$ cat src/spi_frame_pkg.sv
`default_nettype none

// shared by every block that carries a transmit or receive word.
package spi_frame_pkg;

    // bits per SPI frame.
    localparam int WORD_W = 16;

    // one word on the data path, MSB is sent first.
    typedef logic [WORD_W-1:0] word_t;

endpackage

`default_nettype wire

$ cat src/spi_timing_pkg.sv
`default_nettype none

// definitions for the sequencing of one SPI frame.
package spi_timing_pkg;

    // wide enough to index every bit of a frame.
    localparam int BIT_CNT_W = $clog2(spi_frame_pkg::WORD_W);

    // setup and hold each last CLK_DIV cycles around the shift phase.
    // DONE waits for the frame-start level to drop.
    typedef enum logic [2:0] {
        IDLE,
        SETUP,
        SHIFT,
        HOLD,
        DONE
    } engine_state_t;

endpackage

`default_nettype wire

$ cat src/word_fifo.sv
`timescale 1ns/1ps
`default_nettype none

module word_fifo #(
    parameter int FIFO_DEPTH = 8
) (
    input  wire                         clk,
    input  wire                         rst,
    input  wire                         wr_en,
    input  wire spi_frame_pkg::word_t   wr_data,
    input  wire                         rd_en,
    output spi_frame_pkg::word_t        rd_data,
    output logic                        full,
    output logic                        empty
);

    localparam int ADDR_W = $clog2(FIFO_DEPTH);

    spi_frame_pkg::word_t mem [FIFO_DEPTH];

    logic [ADDR_W-1:0] wr_ptr;
    logic [ADDR_W-1:0] rd_ptr;
    logic [ADDR_W:0]   count;
    logic              do_wr;
    logic              do_rd;

    // a write that arrives while full is lost.
    assign do_wr = wr_en && !full;
    assign do_rd = rd_en && !empty;

    assign full  = (count == (ADDR_W+1)'(FIFO_DEPTH));
    assign empty = (count == '0);

    always_ff @(posedge clk or posedge rst) begin
        if (rst) begin
            wr_ptr <= '0;
            rd_ptr <= '0;
            count  <= '0;
        end else begin
            if (do_wr) begin
                wr_ptr <= wr_ptr + 1'b1;
            end
            if (do_rd) begin
                rd_ptr <= rd_ptr + 1'b1;
            end
            if (do_wr && !do_rd) begin
                count <= count + 1'b1;
            end else if (do_rd && !do_wr) begin
                count <= count - 1'b1;
            end
        end
    end

    // the popped word shows up the cycle after rd_en.
    always_ff @(posedge clk) begin
        if (do_wr) begin
            mem[wr_ptr] <= wr_data;
        end
        if (do_rd) begin
            rd_data <= mem[rd_ptr];
        end
    end

    a_no_read_when_empty: assert property (
        @(posedge clk) disable iff (rst) rd_en |-> !empty
    ) else $error("word_fifo read while empty.");

    a_count_in_range: assert property (
        @(posedge clk) disable iff (rst) count <= (ADDR_W+1)'(FIFO_DEPTH)
    ) else $error("word_fifo occupancy above depth.");

endmodule

`default_nettype wire

$ cat src/frame_launcher.sv
`timescale 1ns/1ps
`default_nettype none

module frame_launcher (
    input  wire                         clk,
    input  wire                         rst,
    input  wire                         empty,
    input  wire spi_frame_pkg::word_t   rd_data,
    input  wire                         fd,
    input  wire spi_frame_pkg::word_t   rxd,
    output logic                        rd_en,
    output logic                        fs,
    output spi_frame_pkg::word_t        txd,
    output logic                        rx_valid,
    output spi_frame_pkg::word_t        rx_data,
    output logic                        busy
);

    localparam logic [2:0] L_IDLE    = 3'd0;
    localparam logic [2:0] L_POP     = 3'd1;
    localparam logic [2:0] L_LOAD    = 3'd2;
    localparam logic [2:0] L_WAIT    = 3'd3;
    localparam logic [2:0] L_RELEASE = 3'd4;

    logic [2:0] state;

    always_ff @(posedge clk or posedge rst) begin
        if (rst) begin
            state <= L_IDLE;
        end else begin
            case (state)
                L_IDLE:    if (!empty) state <= L_POP;
                L_POP:     state <= L_LOAD;
                L_LOAD:    state <= L_WAIT;
                L_WAIT:    if (fd) state <= L_RELEASE;
                L_RELEASE: state <= L_IDLE;
                default:   state <= L_IDLE;
            endcase
        end
    end

    // outputs decode straight from the state register.
    assign rd_en    = (state == L_POP);
    assign fs       = (state == L_WAIT);
    assign rx_valid = (state == L_RELEASE);
    assign busy     = (state != L_IDLE);

    always_ff @(posedge clk) begin
        if (state == L_LOAD) begin
            txd <= rd_data;
        end
        if (state == L_WAIT && fd) begin
            rx_data <= rxd;
        end
    end

    a_txd_stable: assert property (
        @(posedge clk) disable iff (rst) fs |=> !fs || $stable(txd)
    ) else $error("txd changed during a frame.");

endmodule

`default_nettype wire

$ cat src/spi_frame_engine.sv
`timescale 1ns/1ps
`default_nettype none

module spi_frame_engine #(
    parameter int CLK_DIV = 4
) (
    input  wire                         clk,
    input  wire                         rst,
    input  wire                         fs,
    input  wire spi_frame_pkg::word_t   txd,
    input  wire                         din,
    output logic                        fd,
    output logic                        cs,
    output logic                        sclk,
    output logic                        dout,
    output spi_frame_pkg::word_t        rxd
);

    localparam int W     = spi_frame_pkg::WORD_W;
    localparam int BW    = spi_timing_pkg::BIT_CNT_W;
    localparam int DIV_W = $clog2(2 * CLK_DIV);

    localparam logic [DIV_W-1:0] HALF_LAST   = DIV_W'(CLK_DIV - 1);
    localparam logic [DIV_W-1:0] PERIOD_LAST = DIV_W'(2 * CLK_DIV - 1);
    localparam logic [BW-1:0]    BIT_LAST    = BW'(W - 1);

    spi_timing_pkg::engine_state_t state;

    logic [DIV_W-1:0]     div_cnt;
    logic [BW-1:0]        bit_cnt;
    spi_frame_pkg::word_t tx_shift;
    spi_frame_pkg::word_t rx_shift;
    logic                 half_done;
    logic                 period_done;

    // half_done marks the end of setup, of hold, and of the low half of a bit.
    assign half_done   = (div_cnt == HALF_LAST);
    assign period_done = (div_cnt == PERIOD_LAST);

    assign dout = tx_shift[W-1];

    always_ff @(posedge clk or posedge rst) begin
        if (rst) begin
            state    <= spi_timing_pkg::IDLE;
            div_cnt  <= '0;
            bit_cnt  <= '0;
            tx_shift <= '0;
            cs       <= 1'b1;
            sclk     <= 1'b0;
            fd       <= 1'b0;
        end else begin
            fd <= 1'b0;
            case (state)
                spi_timing_pkg::IDLE: begin
                    if (fs) begin
                        state    <= spi_timing_pkg::SETUP;
                        cs       <= 1'b0;
                        div_cnt  <= '0;
                        bit_cnt  <= '0;
                        tx_shift <= txd;
                    end
                end
                spi_timing_pkg::SETUP: begin
                    if (half_done) begin
                        state   <= spi_timing_pkg::SHIFT;
                        div_cnt <= '0;
                    end else begin
                        div_cnt <= div_cnt + 1'b1;
                    end
                end
                spi_timing_pkg::SHIFT: begin
                    if (period_done) begin
                        // falling edge. the next bit goes out while sclk is low.
                        sclk    <= 1'b0;
                        div_cnt <= '0;
                        if (bit_cnt == BIT_LAST) begin
                            state <= spi_timing_pkg::HOLD;
                        end else begin
                            bit_cnt  <= bit_cnt + 1'b1;
                            tx_shift <= {tx_shift[W-2:0], 1'b0};
                        end
                    end else begin
                        if (half_done) begin
                            sclk <= 1'b1;
                        end
                        div_cnt <= div_cnt + 1'b1;
                    end
                end
                spi_timing_pkg::HOLD: begin
                    if (half_done) begin
                        state    <= spi_timing_pkg::DONE;
                        cs       <= 1'b1;
                        fd       <= 1'b1;
                        tx_shift <= '0;
                        div_cnt  <= '0;
                    end else begin
                        div_cnt <= div_cnt + 1'b1;
                    end
                end
                spi_timing_pkg::DONE: begin
                    // a new frame needs fs to drop first.
                    if (!fs) begin
                        state <= spi_timing_pkg::IDLE;
                    end
                end
                default: begin
                    state <= spi_timing_pkg::IDLE;
                end
            endcase
        end
    end

    // din is taken on the same clock edge that raises sclk.
    always_ff @(posedge clk) begin
        if (state == spi_timing_pkg::SHIFT && half_done) begin
            rx_shift <= {rx_shift[W-2:0], din};
        end
        if (state == spi_timing_pkg::HOLD && half_done) begin
            rxd <= rx_shift;
        end
    end

    a_sclk_idle_low: assert property (
        @(posedge clk) disable iff (rst) cs |-> !sclk
    ) else $error("sclk high with chip select released.");

    a_fd_single: assert property (
        @(posedge clk) disable iff (rst) fd |=> !fd
    ) else $error("frame done held for more than one cycle.");

endmodule

`default_nettype wire

$ cat src/spi_link.sv
`timescale 1ns/1ps
`default_nettype none

module spi_link #(
    parameter int CLK_DIV    = 4,
    parameter int FIFO_DEPTH = 8
) (
    input  wire                         clk,
    input  wire                         rst,
    input  wire                         wr_en,
    input  wire spi_frame_pkg::word_t   wr_data,
    input  wire                         din,
    output logic                        full,
    output logic                        rx_valid,
    output spi_frame_pkg::word_t        rx_data,
    output logic                        busy,
    output logic                        cs,
    output logic                        sclk,
    output logic                        dout
);

    logic                 empty;
    logic                 rd_en;
    logic                 fs;
    logic                 fd;
    spi_frame_pkg::word_t rd_data;
    spi_frame_pkg::word_t txd;
    spi_frame_pkg::word_t rxd;

    word_fifo #(
        .FIFO_DEPTH (FIFO_DEPTH)
    ) u_word_fifo (
        .clk     (clk),
        .rst     (rst),
        .wr_en   (wr_en),
        .wr_data (wr_data),
        .rd_en   (rd_en),
        .rd_data (rd_data),
        .full    (full),
        .empty   (empty)
    );

    frame_launcher u_frame_launcher (
        .clk      (clk),
        .rst      (rst),
        .empty    (empty),
        .rd_data  (rd_data),
        .fd       (fd),
        .rxd      (rxd),
        .rd_en    (rd_en),
        .fs       (fs),
        .txd      (txd),
        .rx_valid (rx_valid),
        .rx_data  (rx_data),
        .busy     (busy)
    );

    spi_frame_engine #(
        .CLK_DIV (CLK_DIV)
    ) u_spi_frame_engine (
        .clk  (clk),
        .rst  (rst),
        .fs   (fs),
        .txd  (txd),
        .din  (din),
        .fd   (fd),
        .cs   (cs),
        .sclk (sclk),
        .dout (dout),
        .rxd  (rxd)
    );

endmodule

`default_nettype wire

$ cat config.mk
export PLATFORM = sky130hd
export DESIGN_NAME = spi_link
export DESIGN_NICKNAME = d
export VERILOG_FILES = /design/src/spi_frame_pkg.sv /design/src/spi_timing_pkg.sv /design/src/word_fifo.sv /design/src/frame_launcher.sv /design/src/spi_frame_engine.sv /design/src/spi_link.sv
export SDC_FILE = /design/constraint.sdc
export NUM_CORES = 1
export LEC_CHECK = 0
export ABC_AREA = 1
export BUFFER_PORTS_ARGS = -buffer_cell sky130_fd_sc_hd__buf_2
export CAP_MARGIN = 10
export CORE_MARGIN = 5
export CORE_UTILIZATION = 35
export DETAILED_ROUTE_END_ITERATION = 8
export HOLD_SLACK_MARGIN = 0.08
export PLACE_DENSITY = 0.6
export SYNTH_ARGS = -nofsm -noshare
export SYNTH_HDL_FRONTEND = slang
export SYNTH_SLANG_ARGS = --single-unit
export TNS_END_PERCENT = 20
$ cat constraint.sdc
create_clock -name clk -period 6.6 [get_ports clk]
set_input_delay 0.33 -clock clk [delete_from_list [all_inputs] [get_ports clk]]
set_output_delay 0.33 -clock clk [all_outputs]
set_load 0.01 [all_outputs]
* Word-level counts from Yosys, hierarchy flattened
Memories as Yosys holds them, arrays and structs flattened. A register that Yosys moved wholly into a read port is not among the register bits.
Index checks and enable logic that the tools add are counted.
** Storage, ports and cells
- Output and inout bits :: 22
- Memories kept :: 1
- Flip-flop bits (word level) :: 106
- Logic and storage cells :: 105
- Memory bits (writable) :: 128
** Memory list
- u_word_fifo.mem :: depth 8, bits a word 16, read ports 1, clocked after Yosys merged registers in 1, write ports 1, RTL line word_fifo.sv:19 : spi_frame_pkg::word_t mem [FIFO_DEPTH];
** Cells by class
- Mux-type cells :: 33
- Reductions and logical operators :: 29
- Equality and inequality tests :: 21
- $add $sub $neg :: 6
** Operator list (number)
- $mux 16 :: 4
- $pmux 16 s3 :: 1
- $mux 3 :: 11
- $mux 4 :: 5
- $eq 3x2->1 const B :: 5
- $pmux 3 s5 :: 1
- $pmux 3 s4 :: 1
- $ne 2x1->1 const B :: 5
- $add 3x1->3 const B :: 3
- $eq 3x3->1 const B :: 3
- $pmux 3 s3 :: 1
- $reduce_bool 3->1 :: 3
- $add 4x1->4 const B :: 2
- $eq 4x4->1 const B :: 2
- $ne 2x2->1 const B :: 4
- $pmux 4 s2 :: 1
- $reduce_bool 2->1 :: 4
- $logic_and 1x1->1 :: 7
- $mux 1 :: 7
- $eq 3x1->1 const B :: 2
- $logic_not 3->1 :: 2
- $reduce_and 2->1 :: 3
- $reduce_and 6->1 :: 1
- $reduce_and 5->1 :: 1
- other kinds (7) :: 10

* Depth between registers and ports, before layout
- Word-level depth :: 7
- Gate-level depth with buffers :: 12
- Gate-level depth less buffers :: 12

* By module
From an unflattened synthesis, not the netlist that was laid out.
** Unflattened totals
- Cells, all modules :: 848
- Area, all modules :: 10072.2 µm²
** By module, submodules not included
- word_fifo :: times used 1, area an instance 6211.0 µm², cells an instance 527
- spi_frame_engine :: times used 1, area an instance 2722.6 µm², cells an instance 265
- frame_launcher :: times used 1, area an instance 1138.6 µm², cells an instance 56

* Least setup slack after synthesis
No wires, ideal clock.
- Path type :: reg2reg
- Start point :: register u_frame_launcher.state[0]
- End point :: register u_frame_launcher.txd[0], enable pin
- Period minus slack after synthesis :: 2.057 ns
- Cell stages (with the launch flop) :: 2
- Slack :: 4.543 ns
- Library setup time :: 0.411 ns
- Arrival time :: 1.646 ns
- Required time :: 6.189 ns
- Path buffers :: 0
- Cells stage by stage :: dfrtp_1 nor3_1
** On the way
- Longest elaborated chain between the ends :: 1
** Ends and longest elaborated chain
- from (decl) :: RTL line frame_launcher.sv:25 : logic [2:0] state;
- from (signal assigned) :: RTL line frame_launcher.sv:29 : state <= L_IDLE;
- from (signal assigned) :: RTL line frame_launcher.sv:32 : L_IDLE: if (!empty) state <= L_POP;
- from (signal assigned) :: RTL line frame_launcher.sv:33 : L_POP: state <= L_LOAD;
- $eq 3x2->1 :: RTL line frame_launcher.sv:49 : if (state == L_LOAD) begin
- to (signal assigned) :: RTL line frame_launcher.sv:50 : txd <= rd_data;
- to (decl) :: RTL line frame_launcher.sv:13 : output spi_frame_pkg::word_t txd,
No other way between the ends.
A chain may end at the register's enable or synchronous reset.

==> results by group <==
STA
  – Measured slew at the worst slew-check pin: 1.10 ns
  – Final setup vio count: 0
  – RSZ-0062 raised after global routing: no
  – Slew headroom: 0.263
  – Max Transition Viols Final: 0
  – Fmax: approximately 380 MHz
  – Skew final: around 0.0092 ns
  – Final Cycle Share: 0.403
  – Final Critical Period: approximately 2.7 ns
  – Hold Vio Cnt, Final: 0
  – Setup_tns: 0 ns

Clock tree
  – Worst skew pair latency: 0.52 ns
  – Clk buf depth: 3
  – Root Buffer: clkbuf_16
  – Clock buffer count from CTS: 26
  – Clk sinks: 250
  – # resized after CTS: 0
  – CTS H-Tree Depth: 1
  – Worst-path clk slew: ~0.06 ns
  – Post-CTS setup buffers: 0
  – TritonCTS clock tree: built

Place
  – Dpl cells: approximately 1,200
  – Port buffer count: 41
  – Hpwl dp: roughly 11,000 um
  – Routability cong.: 0.745

Logic synthesis
  – Cell count after synthesis: approximately 760
  – Avg Inst Size Synth: around 13 sq um
  – Post-synth EDFFs: about 210
  – Asr flop ratio synth: 0.168
  – Post-synthesis sequential element count: 250
  – Cell area after synthesis: 9740 sq um
  – Total of warnings raised by yosys: 0
  – Syn Nets: 787
  – Sequential fraction of the synthesis area: 0.749
  – Post-synthesis cell type count: 38
  – Top_reg_cell synth: edfxtp_1

Power
  – Int Pwr: between 2000 and 3000 uW
  – Total power: 3650 uW
  – Reg power frac: 0.519
  – Sw frac: 0.226
  – Maximum VDD drop: just over 0.2 mV
  – Combinational Power Share: 0.078
  – Leak: 0.00424 uW
  – PD cells: between 300 and 400 nW/um^2
  – Clock share of power: 0.403
  – Net Sw Power: 826 uW

Setup path
  – Setup crit end kind: register
  – Worst Path Required: between 6 and 7 ns
  – Setup CP Type: reg2reg
  – Crit path cell chain: buf_4, inv_1, buf_4, o21ai_0, o22ai_1, nand2_1, nand2_1
  – Startpoint Class: register
  – Max stage delay cell, worst path: inv_1
  – Critical-path maximum fanout: 66
  – Cell family with most CP delay: buffers and inverters
  – Critical path buffer and inverter count: 3
  – Arr. time, crit path: slightly below 3 ns
  – Worst R2R Setup Slack: 3.94 ns
  – Crit-path max cell delay: around 0.62 ns

Status
  – Status: complete, no violations

Die
  – Core Area: ~28,000 sq um
  – Initial Util: 0.353
  – FP Rows: 61
  – Die X: ~180 um
  – Io pins: 42
  – Die area: approximately 31,000 sq um
  – Die Height: approximately 180 um

Route
  – Drt pass-1 iters: 5
  – Vias per cell: 4.76
  – Final WL: ~19,000 um
  – Via count: about 5,800
  – DR WL/cell: roughly 16 um
  – Initial DRC count: approximately 340
  – Post-route ant nets: 0
  – # DRC: 0

Final layout
  – Antenna Cells: 0
  – Commonest non-fill, non-tap cells in the layout: edfxtp_1 (208), nand2_1 (161), nor2_1 (93)
  – Fill count: approximately 2,600
  – Area growth syn-to-layout: 16.4%
  – Layout cells sized above 1: 0.138
  – Fin cells: ~1,200
  – Commonest non-fill, non-tap cell in the layout: edfxtp_1
  – Final nets: 850

GRT
  – GRT Util Overall: 0.123
  – Vias in the first global route: about 5,800
  – GRT Residual Overflow: 0
  – Global-route wire length before repair: roughly 31,000 um
  – Antenna violations before repair: 0
  – Largest net degree at the start of global routing: 67

Flow run
  – Max Cap Viol: 0

Worst hold path
  – Worst min path class: in2reg
## state kept, by name, indices dropped and copies added (netlist names)
| register | count |
|---|---|
| u_spi_frame_engine.tx_shift | 16 |
| u_frame_launcher.rx_data | 16 |
| u_frame_launcher.state | 3 |
| u_spi_frame_engine.bit_cnt | 4 |
| u_word_fifo.rd_ptr | 3 |
| u_spi_frame_engine.sclk | 1 |
| u_spi_frame_engine.state | 3 |
| u_spi_frame_engine.div_cnt | 3 |
| u_spi_frame_engine.rxd | 16 |
| u_spi_frame_engine.cs | 1 |
| u_word_fifo.rd_data | 16 |
| u_word_fifo.wr_ptr | 3 |
| u_frame_launcher.txd | 16 |
| u_spi_frame_engine.fd | 1 |
| u_spi_frame_engine.rx_shift | 16 |
| u_word_fifo.count | 4 |
| u_word_fifo.mem | 128 |
## cells by family after synthesis
logic type	share of synthesized area
AND/OR/NAND/NOR	0.137
flip-flops	0.749
AO/OA/AOI/OAI	0.0622
buffers and inverters	0.0292
adder cells (fa/ha/maj)	0.0149
XOR/XNOR	0.00719
## final timing paths
check	cells after the start	end	from
worst min-delay path	1	u_word_fifo.mem[3][13]	wr_data[13]
worst max-delay path	7	u_word_fifo.rd_data[5]	u_word_fifo.rd_ptr[0]
worst max register to register	7	u_word_fifo.rd_data[5]	u_word_fifo.rd_ptr[0]
max in group asynchronous	3	u_word_fifo.rd_ptr[0]	rst
worst min register to register	0	u_frame_launcher.rx_data[13]	u_spi_frame_engine.rxd[13]
min in group asynchronous	3	u_word_fifo.count[2]	rst
## worst register-to-register path: cells and delay by family (launching register included)
family | cells | cell delay [ns]
flip-flops | 1 | 0.34
AND/OR/NAND/NOR | 2 | 0.12
buffers and inverters | 3 | 1.61
AO/OA/AOI/OAI | 2 | 0.34
## synthesized netlist by cell type (all sizes together), types with 2 or more instances
library cell	count	share of area
a21oi	2	0.0014
o21ai	72	0.037
buf	16	0.012
o22ai	33	0.021
ha	10	0.013
nor2	98	0.041
edfxtp	208	0.64
xnor2	3	0.0027
nand3	45	0.026
nor3	3	0.0015
dfrtp	41	0.11
inv	28	0.011
nand2	165	0.065
clkbuf	16	0.0062
xor2	5	0.0045
or2	2	0.0013
## through the flow
step	utilization	worst slack [ns]	instance area [sq um]	hold WS, ns
after detailed placement	0.375	3.95	10400	0.405
after CTS	0.410	3.93	11300	0.0810
after global routing	0.410	3.65	11300	0.0934
after floorplan	-	4.54	9740	0.400
after global placement	0.375	4.06	10400	0.401
final	0.410	3.94	11300	0.0972
## layout make-up
| cell class | instances | area [sq um] | area share |
|---|---|---|---|
| clock buffer | 37 | 723 | 0.0638 |
| clock inverter | 11 | 144 | 0.0127 |
| inverter | 29 | 109 | 0.00960 |
| multi-input combinational | 445 | 2160 | 0.191 |
| sequential | 250 | 7300 | 0.644 |
| tap | 378 | 473 | 0.0417 |
| timing repair buffer | 67 | 428 | 0.0377 |
## routing by layer
layer	share of wire	vias up	GRT usage
met2	0.48	136	0.209
met5	0	-	0
met3	0.052	28	0.0201
met4	0.020	0	0.0306
li1	-	2788	-
met1	0.45	2838	0.165
## power groups by stage
stage	Sequential [uW]	Clock, uW	Combinational (uW)
4_1_cts	1900	1510	292
6_report	1900	1470	285
3_3_place_gp	1930	0	276
5_1_grt	1910	1580	325
2_1_floorplan	1920	0	182
3_5_place_dp	1930	0	285
## timing repair
action	in CTS	in global routing
hold buffers	11	0
endpoints found under the setup margin	0	0
hold endpoints to repair	111	0
Power figures use the tool's default switching activity.
